$ cat config.mk
export PLATFORM = sky130hd
export DESIGN_NAME = mini_game
export DESIGN_NICKNAME = d
export VERILOG_FILES = /design/src/hw/mini_game_pkg.sv /design/src/hw/answer_judge.sv /design/src/hw/game_fsm.sv /design/src/hw/mini_game.sv /design/src/hw/phase_timer.sv /design/src/hw/switch_press_detect.sv
export VERILOG_INCLUDE_DIRS = /design/src /design/src/hw
export SDC_FILE = /design/constraint.sdc
export NUM_CORES = 1
export LEC_CHECK = 0
export ABC_AREA = 1
export ABC_CLOCK_PERIOD_IN_PS = 4300
export CORE_MARGIN = 3
export CORE_UTILIZATION = 64
export CTS_CLUSTER_DIAMETER = 50
export CTS_CLUSTER_SIZE = 25
export DETAILED_ROUTE_END_ITERATION = 8
export DONT_BUFFER_PORTS = 1
export GPL_ROUTABILITY_DRIVEN = 0
export GPL_TIMING_DRIVEN = 0
export PLACE_DENSITY = 0.8
export SLEW_MARGIN = 10
export SYNTH_ARGS = -nofsm -noshare
export SYNTH_HDL_FRONTEND = slang
export SYNTH_SLANG_ARGS = --single-unit
$ cat constraint.sdc
create_clock -name clk -period 4.3 [get_ports clk]
set_input_delay 0.645 -clock clk [delete_from_list [all_inputs] [get_ports clk]]
set_output_delay 0.645 -clock clk [all_outputs]
set_load 0.02 [all_outputs]
$ cat src/hw/mini_game_settings.svh
// ********************
// mini game settings
// default timing, win count and field widths
// for the reaction game
// ********************

`ifndef MINI_GAME_SETTINGS_SVH
`define MINI_GAME_SETTINGS_SVH

// clock cycles per second
`define MG_CLOCK_FREQ 12_500_000
// target shown, then pause, in seconds
`define MG_ON_TIME_SEC 2
`define MG_OFF_TIME_SEC 1
// correct rounds in a row for a win
`define MG_WIN_COUNT 3

// only switches 0..9 can be targets
`define MG_NUM_TARGETS 10
// index meaning no valid switch
`define MG_NO_INDEX 15

// field widths
`define MG_TIMER_W 32
`define MG_INDEX_W 4
`define MG_SWITCH_W 15
`define MG_SCORE_W 4

`endif

$ cat src/hw/mini_game_pkg.sv
// ********************
// mini game package
// shared types for the reaction game
// ********************

`default_nettype none

`include "mini_game_settings.svh"

package mini_game_pkg;

    // target or switch index, MG_NO_INDEX when invalid
    typedef logic [`MG_INDEX_W-1:0] led_index_t;

    // raw switch vector
    typedef logic [`MG_SWITCH_W-1:0] switch_word_t;

    // correct rounds in a row
    typedef logic [`MG_SCORE_W-1:0] score_t;

    // game FSM states
    typedef enum logic [1:0] {
        idle    = 2'd0,
        led_on  = 2'd1,
        led_off = 2'd2
    } game_state_t;

    // per-round verdict, wrong is sticky
    typedef enum logic [1:0] {
        none    = 2'd0,
        correct = 2'd1,
        wrong   = 2'd2
    } verdict_t;

endpackage

`default_nettype wire

$ cat src/hw/answer_judge.sv
// ********************
// answer judge
// sticky per-round verdict from the presses
// against the shown target
// ********************

`timescale 1ns/1ps
`default_nettype none

module answer_judge (
    input  wire                        clk,
    input  wire                        reset,
    input  wire                        round_start,
    input  wire                        press,
    input  wire mini_game_pkg::led_index_t press_index,
    input  wire                        single,
    input  wire mini_game_pkg::led_index_t target,
    output mini_game_pkg::verdict_t    verdict
);
    import mini_game_pkg::*;

    logic press_ok;

    // single switch, right index, not already wrong
    assign press_ok = single && (press_index == target) && (verdict != wrong);

    always_ff @(posedge clk or posedge reset) begin
        if (reset) begin
            verdict <= none;
        end else if (round_start) begin
            // fresh round, nothing pressed yet
            verdict <= none;
        end else if (press) begin
            if (press_ok) begin
                verdict <= correct;
            end else begin
                // wrong index, several switches or 10..14
                verdict <= wrong;
            end
        end
    end

endmodule

`default_nettype wire

$ cat src/hw/game_fsm.sv
// ********************
// game fsm
// idle / led_on / led_off sequencing, enable latch,
// target register, score and done pulse
// ********************

`timescale 1ns/1ps
`default_nettype none

module game_fsm #(
    parameter int unsigned WIN_COUNT = 3
) (
    input  wire                        clk,
    input  wire                        reset,
    input  wire                        enable_game,
    input  wire mini_game_pkg::led_index_t random_out,
    input  wire mini_game_pkg::verdict_t   verdict,
    input  wire                        window_done,
    output logic                       timer_clear,
    output logic                       on_phase,
    output logic                       round_start,
    output mini_game_pkg::led_index_t  random_led,
    output mini_game_pkg::score_t      count,
    output logic                       game_done,
    output logic                       game_led_off
);
    import mini_game_pkg::*;

    game_state_t state;
    game_state_t state_next;
    logic        en_latch;
    score_t      count_inc;
    logic        round_win;

    assign count_inc = count + score_t'(1);

    // this round reaches the win count
    assign round_win = (verdict == correct) && (count_inc == score_t'(WIN_COUNT));

    always_comb begin
        state_next = state;
        case (state)
            idle: begin
                if (en_latch && !game_done) begin
                    state_next = led_on;
                end
            end
            led_on: begin
                if (window_done) begin
                    state_next = round_win ? idle : led_off;
                end
            end
            led_off: begin
                if (window_done) begin
                    state_next = led_on;
                end
            end
            default: state_next = idle;
        endcase
    end

    // timer restarts on every state change
    assign timer_clear = (state_next != state);
    assign on_phase    = (state == led_on);
    // verdict cleared on every entry to led_on
    assign round_start = (state_next == led_on) && (state != led_on);

    always_ff @(posedge clk or posedge reset) begin
        if (reset) begin
            state        <= idle;
            en_latch     <= 1'b0;
            random_led   <= '0;
            count        <= '0;
            game_done    <= 1'b0;
            game_led_off <= 1'b1;
        end else begin
            state     <= state_next;
            // done is a single-cycle pulse
            game_done <= 1'b0;

            if (enable_game && !game_done) begin
                en_latch <= 1'b1;
            end

            case (state)
                idle: begin
                    if (state_next == led_on) begin
                        // new game
                        random_led   <= random_out;
                        game_led_off <= 1'b0;
                        count        <= '0;
                    end
                end
                led_on: begin
                    if (window_done) begin
                        game_led_off <= 1'b1;
                        if (round_win) begin
                            // win, back to idle and wait for enable again
                            count     <= '0;
                            game_done <= 1'b1;
                            en_latch  <= 1'b0;
                        end else if (verdict == correct) begin
                            count <= count_inc;
                        end else begin
                            // wrong or silent round
                            count <= '0;
                        end
                    end
                end
                led_off: begin
                    if (window_done) begin
                        // next target
                        random_led   <= random_out;
                        game_led_off <= 1'b0;
                    end
                end
                default: ;
            endcase
        end
    end

endmodule

`default_nettype wire

$ cat src/hw/mini_game.sv
// ********************
// mini game top
// reaction game, shows a random target and scores
// the switch presses against it
// ********************

`timescale 1ns/1ps
`default_nettype none

`include "mini_game_settings.svh"

module mini_game #(
    parameter int unsigned CLOCK_FREQ   = `MG_CLOCK_FREQ,
    parameter int unsigned ON_TIME_SEC  = `MG_ON_TIME_SEC,
    parameter int unsigned OFF_TIME_SEC = `MG_OFF_TIME_SEC,
    parameter int unsigned WIN_COUNT    = `MG_WIN_COUNT
) (
    input  wire                          clk,
    input  wire                          reset,
    input  wire                          enable_game,
    input  wire mini_game_pkg::switch_word_t spdt_switches,
    input  wire mini_game_pkg::led_index_t   random_out,
    output mini_game_pkg::led_index_t    random_led,
    output mini_game_pkg::score_t        count,
    output logic                         game_done,
    output logic                         game_led_off
);
    import mini_game_pkg::*;

    // window lengths in cycles
    localparam int unsigned ON_CYCLES  = CLOCK_FREQ * ON_TIME_SEC;
    localparam int unsigned OFF_CYCLES = CLOCK_FREQ * OFF_TIME_SEC;

    logic       press;
    led_index_t press_index;
    logic       single;
    verdict_t   verdict;
    logic       timer_clear;
    logic       on_phase;
    logic       window_done;
    logic       round_start;

    switch_press_detect u_press (
        .clk           (clk),
        .reset         (reset),
        .spdt_switches (spdt_switches),
        .press         (press),
        .press_index   (press_index),
        .single        (single)
    );

    phase_timer #(
        .ON_CYCLES  (ON_CYCLES),
        .OFF_CYCLES (OFF_CYCLES)
    ) u_timer (
        .clk         (clk),
        .reset       (reset),
        .timer_clear (timer_clear),
        .on_phase    (on_phase),
        .window_done (window_done)
    );

    // judged against the registered target
    answer_judge u_judge (
        .clk         (clk),
        .reset       (reset),
        .round_start (round_start),
        .press       (press),
        .press_index (press_index),
        .single      (single),
        .target      (random_led),
        .verdict     (verdict)
    );

    game_fsm #(
        .WIN_COUNT (WIN_COUNT)
    ) u_fsm (
        .clk          (clk),
        .reset        (reset),
        .enable_game  (enable_game),
        .random_out   (random_out),
        .verdict      (verdict),
        .window_done  (window_done),
        .timer_clear  (timer_clear),
        .on_phase     (on_phase),
        .round_start  (round_start),
        .random_led   (random_led),
        .count        (count),
        .game_done    (game_done),
        .game_led_off (game_led_off)
    );

endmodule

`default_nettype wire

$ cat src/hw/phase_timer.sv
// ********************
// phase timer
// counts cycles since the last clear and flags the
// end of the on or off window
// ********************

`timescale 1ns/1ps
`default_nettype none

`include "mini_game_settings.svh"

module phase_timer #(
    parameter int unsigned ON_CYCLES  = 16,
    parameter int unsigned OFF_CYCLES = 8
) (
    input  wire  clk,
    input  wire  reset,
    input  wire  timer_clear,
    input  wire  on_phase,
    output logic window_done
);

    localparam logic [`MG_TIMER_W-1:0] ON_LIMIT  = `MG_TIMER_W'(ON_CYCLES);
    localparam logic [`MG_TIMER_W-1:0] OFF_LIMIT = `MG_TIMER_W'(OFF_CYCLES);

    logic [`MG_TIMER_W-1:0] cycle_cnt;
    logic [`MG_TIMER_W-1:0] limit;

    // limit follows the current phase
    assign limit = on_phase ? ON_LIMIT : OFF_LIMIT;

    // window spans limit+1 cycles, count 0..limit
    assign window_done = (cycle_cnt >= limit);

    always_ff @(posedge clk or posedge reset) begin
        if (reset) begin
            cycle_cnt <= '0;
        end else if (timer_clear) begin
            cycle_cnt <= '0;
        end else if (!window_done) begin
            // hold at the limit, e.g. while idle
            cycle_cnt <= cycle_cnt + 1'b1;
        end
    end

endmodule

`default_nettype wire

$ cat src/hw/switch_press_detect.sv
// ********************
// switch press detect
// registers the switch word, flags a press on a
// change to a nonzero word, and encodes the index
// ********************

`timescale 1ns/1ps
`default_nettype none

`include "mini_game_settings.svh"

module switch_press_detect (
    input  wire                          clk,
    input  wire                          reset,
    input  wire mini_game_pkg::switch_word_t spdt_switches,
    output logic                         press,
    output mini_game_pkg::led_index_t    press_index,
    output logic                         single
);
    import mini_game_pkg::*;

    // current and previous registered switch words
    switch_word_t sw_q;
    switch_word_t sw_prev;
    led_index_t   index_enc;

    always_ff @(posedge clk or posedge reset) begin
        if (reset) begin
            sw_q    <= '0;
            sw_prev <= '0;
        end else begin
            sw_q    <= spdt_switches;
            sw_prev <= sw_q;
        end
    end

    // press on any change to a nonzero word
    assign press = (sw_q != '0) && (sw_q != sw_prev);

    // exactly one of all fifteen switches up
    assign single = $onehot(sw_q);

    // highest set bit among target switches only
    always_comb begin
        index_enc = led_index_t'(`MG_NO_INDEX);
        for (int i = 0; i < `MG_NUM_TARGETS; i++) begin
            if (sw_q[i]) begin
                index_enc = led_index_t'(i);
            end
        end
    end

    assign press_index = index_enc;

endmodule

`default_nettype wire

Word level (Yosys, flattened, before mapping)

Index checks and enable logic that the tools add are counted.

Logic and storage cells: 99
Register bits: 77

Reduce and logical (&&, ||, !) cells: 17
Magnitude comparators: 1
Equal/unequal tests: 15
Multiplexer cells: 40
Add/sub/neg operators: 16

Operators with widths:

| cell                  | count |
|---|---|
| $mux 32               | 2 |
| $mux 4                | 16 |
| $add 32x1->32 const B | 1 |
| $ge 32x32->1          | 1 |
| $mux 25               | 1 |
| $add 4x4->4           | 6 |
| $pmux 4 s2            | 2 |
| $ne 15x15->1          | 1 |
| $reduce_bool 15->1    | 1 |
| $add 1x1->2           | 7 |
| $mux 2                | 7 |
| $mux 1                | 10 |
| $ne 2x1->1 const B    | 4 |
| $logic_and 1x1->1     | 7 |
| $eq 2x1->1 const B    | 3 |
| $pmux 2 s3            | 1 |
| $reduce_and 3->1      | 2 |
| $reduce_bool 2->1     | 3 |
| $add 4x1->4           | 1 |
| $add 4x1->4 const B   | 1 |
| $eq 4x1->1 const B    | 1 |
| $eq 4x2->1 const B    | 1 |
| $eq 4x4->1            | 1 |
| $ne 2x2->1 const B    | 2 |
| 7 further kinds       | 7 |

Depth between registers and ports, before layout

Gate-level depths: netlist of run 1.

Depth in word-level cells: 16
Gate-level depth with buffers: 19

Cells and area by module

From an unflattened synthesis of run 1, not the netlist that was laid out.

Cells, all modules: 662
Area, all modules: 4839.6 um2

Modules (own cells, without submodules):

| module              | cells each | area an instance (um2) | instances |
|---|---|---|---|
| phase_timer         | 369        | 2452.4                 | 1 |
| switch_press_detect | 169        | 1514.0                 | 1 |
| game_fsm            | 88         | 685.7                  | 1 |
| answer_judge        | 36         | 187.7                  | 1 |

Least setup slack after synthesis of run 1

OpenSTA, ideal clock, no wires.

Kind: register to register
From: register u_press.sw_q[2]
To: register u_judge.verdict[1]
Required time: 4183 ps
Arrival: 3560 ps
Cell stages (with the launch flop): 20
Buffers on the path: 0
Slack: 624 ps
Period minus slack after synthesis: 3676 ps
Cells stage by stage: dfrtp_1 -> inv_1 -> ha_1 -> inv_1 -> fa_1 -> inv_1 -> fa_1 -> inv_1 -> fa_1 -> inv_1 -> ha_1 -> inv_1 -> fa_1 -> o211ai_1 -> nor2_1 -> nand3_1 -> nor2_1 -> nand4_1 -> nand2_1 -> nor2_1

Word-level cells in the longest chain between the ends: 14
Elaborated cells on any way between the ends: 23
Those cells by class: 4 x add/sub; 3 x eq/ne; 11 x mux; 5 x reduce/logical

RTL lines:

| element                                                              | line                      | text |
|---|---|---|
| from (decl)                                                          | switch_press_detect.sv:23 | `switch_word_t sw_q;` |
| from (signal assigned)                                               | switch_press_detect.sv:32 | `sw_q <= spdt_switches;` |
| parallel branches: the longest is 14 deep, another holds $add 4x4->4 | --                        |  |
| to (signal assigned)                                                 | answer_judge.sv:29        | `verdict <= none;` |
| to (signal assigned)                                                 | answer_judge.sv:32        | `verdict <= none;` |
| to (signal assigned)                                                 | answer_judge.sv:35        | `verdict <= correct;` |
| to (decl)                                                            | answer_judge.sv:18        | `output mini_game_pkg::verdict_t verdict` |

Several ways; the timed one is not identified. The select of a mux whose other input is x is not followed.
A chain may end at the register's enable or synchronous reset.

Worst setup path in the final report of run 1

From: register u_press.sw_q[4]
To: register u_judge.verdict[1]

Word-level cells in the longest chain between the ends: 12
Elaborated cells on any way between the ends: 21
Those cells by class: 4 x add/sub; 3 x eq/ne; 9 x mux; 5 x reduce/logical

RTL lines:

| element |
|---|
| parallel branches: the longest is 12 deep, another holds $add 4x4->4 |

Several ways; the timed one is not identified. The select of a mux whose other input is x is not followed.

==> impl_metrics.env, run 1 <==
export IMPL_diodes=0
export IMPL_min_path_type="in -> async"
export IMPL_synthTopCellsByArea="dfrtp_1 (37%), nand2_1 (14%), inv_1 (8.9%)"
export IMPL_ios=32
export IMPL_cts_sinks=77
export IMPL_via_per_inst=5.35
export IMPL_clk_path_buf_depth=2
export IMPL_placed_cell_area_mm2=0.00530
export IMPL_hold_violations=0
export IMPL_holdBufCountCts=0
export IMPL_fin_setup_tns_ns=0
export IMPL_routed_wl_um=11100
export IMPL_rows=32
export IMPL_path_common_cell="inv_1"
export IMPL_cts_resized=0
export IMPL_maxSlewViolCount=0
export IMPL_fin_crit_sh_pct=93.0
export IMPL_drtIter0Drc=252
export IMPL_grt_pass1_vias=4143
export IMPL_cpLargestDelayFamily="adder cells"
export IMPL_ys_seq_area_share_pct=37.5
export IMPL_coreArea_mm2=0.00777
export IMPL_grt_pass1_wl_um=18500
export IMPL_ys_ff_latch=77
export IMPL_die_h_um=95.6
export IMPL_start_util_pct=66.2
export IMPL_syn_avg_cell_area_um2=7.72
export IMPL_rsz0062_at_grt="false"
export IMPL_postCtsSetupRepairBufs=0
export IMPL_tightest_slew_ns=0.750
export IMPL_leakage_uw=0.00301
export IMPL_synthesis_nets=726
export IMPL_max_slew_margin_rel_pct=49.5
export IMPL_clock_fmax_ghz=0.250
export IMPL_setup_viol=0
export IMPL_synth_cell_types=36
export IMPL_htree_levels=3
export IMPL_yosys_area_top_type="dfrtp_1"
export IMPL_critPathLaunchType="flip-flop"
export IMPL_cap_violations=0
export IMPL_die_area_mm2=0.00914
export IMPL_antenna_left=0
export IMPL_critical_path_slowest_cell="fa_1"
export IMPL_cts_made_buffers=9
export IMPL_synth_async_sr_flop_share_pct=100
export IMPL_portBuffers=0
export IMPL_finalCriticalPeriod_ns=4.00
export IMPL_grt_max_degree=50
export IMPL_grt_total_usage_pct=26.0
export IMPL_wl_per_cell_um=14.1
export IMPL_synthDominantCellAreaShare_pct=37.0
export IMPL_path_cells="inv_1 -> ha_1 -> inv_1 -> fa_1 -> inv_1 -> fa_1 -> inv_1 -> fa_1 -> inv_1 -> ha_1 -> inv_1 -> fa_1 -> o211ai_1 -> nor2_1 -> nand3_1 -> nor2_1 -> nand4_1 -> nand2_1 -> nor2_1"
export IMPL_area_growth_pct=7.21
export IMPL_drc=0
export IMPL_syn_area_mm2=0.00514
export IMPL_crit_buf_inv=6
export IMPL_peakVddDrop_uv=240
export IMPL_skew_ns=0.00992
export IMPL_nets=738
export IMPL_gr_total_overflow=0
export IMPL_synth_flop_cell="dfrtp_1"
export IMPL_cts_tree="done"
export IMPL_max_stage_delay_ns=0.55
export IMPL_synth_edff_count=0
export IMPL_synth_cells=666
export IMPL_drive_gt1_share_pct=9.66
export IMPL_worstPathArrival_ns=4.24
export IMPL_path_max_fanout=5
export IMPL_yosys_warnings=0
export IMPL_outcome="finished, final reports clean"
export IMPL_fp_dieW_um=95.6
export IMPL_firstDrtPassIters=5
export IMPL_worstPathRequired_ns=4.54
export IMPL_crit_path_end_kind="flip-flop"
export IMPL_final_cell_area_mm2=0.00551
export IMPL_cts_root_buf="clkbuf_8"
export IMPL_worstSetupPathType="reg -> reg"
export IMPL_antenna_found_initial=0
export IMPL_vias=4200
export IMPL_dp_hpwl_um=8510
export IMPL_power_density_mw_per_mm2=332
export IMPL_insertion_delay_ns=0.36
export IMPL_clk_pin_slew_ns=0.08
report_power, final:
group | switching (µW) | internal, µW
Clock | 284 | 288
Sequential | 77.6 | 774
Combinational | 234 | 172
metal layers:
| layer | vias up | share of wire [%] | global-route usage, % |
|---|---|---|---|
| li1 | 2086 | - | - |
| met1 | 1959 | 39 | 30.3 |
| met2 | 121 | 53 | 46.1 |
| met3 | 34 | 4.5 | 4.50 |
| met4 | 0 | 3.3 | 12.0 |
| met5 | - | 0 | 0 |
Yosys cell counts, types with 2 or more instances:
cell      number
inv_1        122
clkbuf_1       2
xor2_1        16
buf_4          3
o211ai_1       5
nor2_1        66
nand2_1      186
ha_1          28
nand4_1        9
a21oi_1        4
buf_8          2
nand3b_1       4
fa_1          10
nand2_2        5
dfrtp_1       76
o211ai_2      20
nand3_1       63
buf_2          4
nor3_1         8
inv_2          3
xnor2_1       10
o21ai_0        4
nand2_4        3
cell usage in the layout (no fill, tap or decap), types with 3 or more instances in the layout:
cell | synthesis | routed
inv_2 | 3 | 3
o21ai_0 | 4 | 4
nor3_1 | 8 | 8
nand2_2 | 5 | 5
xor2_1 | 16 | 16
a21oi_1 | 4 | 4
nor2_1 | 66 | 66
o211ai_1 | 5 | 5
inv_1 | 122 | 121
nand3b_1 | 4 | 4
clkbuf_8 | 0 | 10
o211ai_2 | 20 | 20
nand2_4 | 3 | 3
dfrtp_1 | 76 | 73
fa_1 | 10 | 10
nand2_1 | 186 | 186
xnor2_1 | 10 | 10
ha_1 | 28 | 28
buf_2 | 4 | 4
nand3_1 | 63 | 63
buf_4 | 3 | 3
dfrtp_2 | 0 | 3
nand4_1 | 9 | 9
registers in the layout (all words and copies together) (netlist names):
signal	flops
u_fsm.random_led	4
u_fsm.game_done	1
u_judge.verdict	2
u_press.sw_prev	15
u_fsm.state	2
u_press.sw_q	15
u_fsm.count	4
u_fsm.en_latch	1
u_fsm.game_led_off	1
u_timer.cycle_cnt	32
path summary, 6_finish.rpt:
kind                                   from                   to  slack (ns)  cells past startpoint
max reg2reg                 u_press.sw_q[4]   u_judge.verdict[1]        0.30                     19
max in group asynchronous             reset   u_fsm.game_led_off        3.54                      2
min                                   reset      u_press.sw_q[6]        0.14                      1
max                         u_press.sw_q[4]   u_judge.verdict[1]        0.30                     19
min in group clk           spdt_switches[5]      u_press.sw_q[5]        0.31                      0
min reg2reg                u_press.sw_q[14]  u_press.sw_prev[14]        0.41                      0
area by class of cell:
type | instances | area [µm²]
timing repair buffer | 1 | 27.5
clock buffer | 10 | 138
sequential | 77 | 1930
tap | 102 | 128
buffer | 13 | 104
clock inverter | 6 | 71.3
inverter | 126 | 480
fill | 600 | 2260
multi-input combinational | 450 | 2630
logic make-up (layout without fill, tap and decap cells):
family	count (synthesis)	in the layout	synth area share [%]
DFF	77	77	37.5
xor gates and xnor gates	26	26	4.43
adders and majority gates	38	38	10.7
and+or+nand+nor	349	349	28.9
buffers and inverters	139	156	11.3
AOI/OAI and AO/OA	37	37	7.09
metrics by stage:
step	total power (µW)	utilization (%)	setup slack, ns	instances	hold slack (ns)
6_report	1830	70.9	0.303	785	0.137
2_1_floorplan	1170	-	0.624	666	0.374
5_1_grt	1950	70.9	0.0152	785	0.146
3_5_place_dp	1270	68.2	0.346	769	0.394
4_1_cts	1850	70.9	0.304	785	0.133
3_3_place_gp	1240	67.8	0.372	768	0.385
worst reg2reg max path, delay by kind of cell (launching register included):
kind	cells	cell delay (ns)
fa+ha+maj	6	2.46
simple gates	6	0.51
flops	1	0.43
buf+inv	6	0.40
compound gates	1	0.09
No activity file was read; power rests on OpenSTA's default activity.
==> run 2: changes to the inputs <==
- BUFFER_PORTS_ARGS: unset -> -buffer_cell sky130_fd_sc_hd__buf_2
- CORE_UTILIZATION: 64 -> 62
- DONT_BUFFER_PORTS: 1 -> unset
- PLACE_DENSITY: 0.8 -> 0.81
==> run 2 against run 1 <==
  * Count of clock-buffer cells in the layout increased by 1
  * Routed wire length increased by 11%
  * Cell count increased by 6.4%
  * Register-to-register slack got worse by 0.14 ns
==> impl_metrics.env, run 2 (synthesized netlist as in run 1, its figures left out) <==
export IMPL_outcome="finished, final reports clean"
export IMPL_clock_fmax_ghz=0.242
export IMPL_maxSlewViolCount=0
export IMPL_setup_slack_ns=0.159
export IMPL_power_density_mw_per_mm2=335
export IMPL_clk_pin_slew_ns=0.09
export IMPL_worstSetupPathType="reg -> reg"
export IMPL_final_cell_area_mm2=0.00584
export IMPL_met3_length_um=533
export IMPL_cp_startpoint="u_press.sw_q[11]"
export IMPL_tightest_slew_ns=0.823
export IMPL_grt_pass1_wl_um=20200
export IMPL_start_util_pct=65.1
export IMPL_htree_levels=3
export IMPL_crit_path_end_kind="flip-flop"
export IMPL_die_area_mm2=0.00942
export IMPL_wl_per_cell_um=14.7
export IMPL_leakage_uw=0.00324
export IMPL_cap_violations=0
export IMPL_post_route_util_pct=74.1
export IMPL_cts_made_buffers=9
export IMPL_grt_max_degree=60
export IMPL_grt_total_usage_pct=26.2
export IMPL_firstDrtPassIters=7
export IMPL_met1_length_um=5080
export IMPL_skew_ns=0.0157
export IMPL_cts_sinks=77
export IMPL_fin_setup_tns_ns=0
export IMPL_routed_wl_um=12300
export IMPL_worstPathRequired_ns=4.55
export IMPL_largest_reg_flops=32
export IMPL_via_per_inst=5.45
export IMPL_coreArea_mm2=0.00789
export IMPL_cts_root_buf="clkbuf_8"
export IMPL_path_max_fanout=3
export IMPL_final_common_cell="nand2_1"
export IMPL_die_h_um=97.0
export IMPL_antenna_left=0
export IMPL_antenna_found_initial=0
export IMPL_pre_cts_ws_ns=0.222
export IMPL_rr_endpoint="u_judge.verdict[1]"
export IMPL_top_register="u_timer.cycle_cnt"
export IMPL_met2_length_um=6320
export IMPL_grt_pass1_vias=4522
export IMPL_min_path_type="in -> async"
export IMPL_peakVddDrop_uv=321
export IMPL_final_cell_mix="nand2_1 (186), inv_1 (112), dfrtp_1 (72)"
export IMPL_holdBufCountCts=0
export IMPL_ff2ff_setup_slack_ns=0.16
export IMPL_worstPathArrival_ns=4.39
export IMPL_max_slew_margin_rel_pct=44.6
export IMPL_reg2reg_depth=19
export IMPL_vias=4549
export IMPL_diodes=0
export IMPL_finalCriticalPeriod_ns=4.14
export IMPL_rsz0062_at_grt="false"
export IMPL_critPathLaunchType="flip-flop"
export IMPL_gr_total_overflow=0
export IMPL_placed_cell_area_mm2=0.00545
export IMPL_hold_violations=0
export IMPL_clk_path_buf_depth=2
export IMPL_drc=0
export IMPL_ios=32
export IMPL_rows=32
export IMPL_routed_top_layer="met4"
export IMPL_drtIter0Drc=363
export IMPL_fin_crit_sh_pct=96.3
export IMPL_area_growth_pct=13.7
export IMPL_nets=788
export IMPL_setup_viol=0
export IMPL_portBuffers=31
export IMPL_reg_top3="u_timer.cycle_cnt x32, u_press.sw_prev x15, u_press.sw_q x15"
export IMPL_drive_gt1_share_pct=17.6
export IMPL_dp_hpwl_um=8650
export IMPL_insertion_delay_ns=0.36
export IMPL_timing_rr_start="u_press.sw_q[11]"
export IMPL_cts_tree="done"
export IMPL_fp_dieW_um=97.0
==> run 2: cell count changes in the layout (fill, tap and decap cells not counted), moves of 2 or more <==
cell	previous run	this run
buf_2	4	35
buf_4	3	22
inv_1	121	112
inv_2	3	12
clkinvlp_4	2	0
==> run 2: routing by layer <==
layer / vias to the layer above / GRT usage [%]
met5: - / 0
met4: 0 / 11.1
met3: 37 / 5.12
met2: 133 / 46.0
met1: 2198 / 31.2
li1: 2181 / -
==> run 2: final cells by class <==
class | instances | area, µm²
plain buffers | 13 | 104
well taps | 102 | 128
repair buffers | 51 | 325
clock inverters | 5 | 82.6
flip-flops and latches | 77 | 1930
clock buffers | 11 | 151
inverters | 126 | 480
fillers | 598 | 2050
multi-input cells | 450 | 2640
==> run 2: report_power, final <==
group,switching [µW],internal (µW),total (µW)
clock network,286,360,646
logic,268,203,470
registers,65.2,775,840
==> run 2: through the flow <==
| step | hold slack, ns | std cells | power, µW |
|---|---|---|---|
| final | 0.215 | 835 | 1960 |
| after global routing | 0.217 | 835 | 2070 |
| after CTS | 0.217 | 816 | 1940 |
| after detailed placement | 0.396 | 800 | 1290 |
| after global placement | 0.387 | 799 | 1250 |
| after floorplan | 0.374 | 666 | 1170 |
==> run 2: critical path: stages, from the launching register on <==
cell and delay (ns):
dfrtp_1 0.39, inv_1 0.09, ha_1 0.30, inv_1 0.07
fa_1 0.51, inv_2 0.06, fa_1 0.56, inv_2 0.04
fa_1 0.43, inv_1 0.07, ha_2 0.17, inv_1 0.06
fa_1 0.49, o211ai_1 0.08, nor2_1 0.13, nand3_1 0.12
nor2_2 0.15, nand4_1 0.15, nand2_1 0.11, nor2_1 0.04
==> run 2: what timing repair did <==
item,CTS,global route
gates resized for setup,0,16
hold endpoints to repair,0,0
setup buffers,0,19
endpoints found under the setup margin,0,2
==> run 2: worst max path at each step <==
stage,cells after the start,endpoint,slack (ns)
floorplan,19,u_judge.verdict[1],0.62
global placement,19,u_judge.verdict[1],0.34
detailed placement,19,u_judge.verdict[1],0.22
CTS,19,u_judge.verdict[1],0.11
global route,19,u_judge.verdict[1],0.006
finish,19,u_judge.verdict[1],0.16
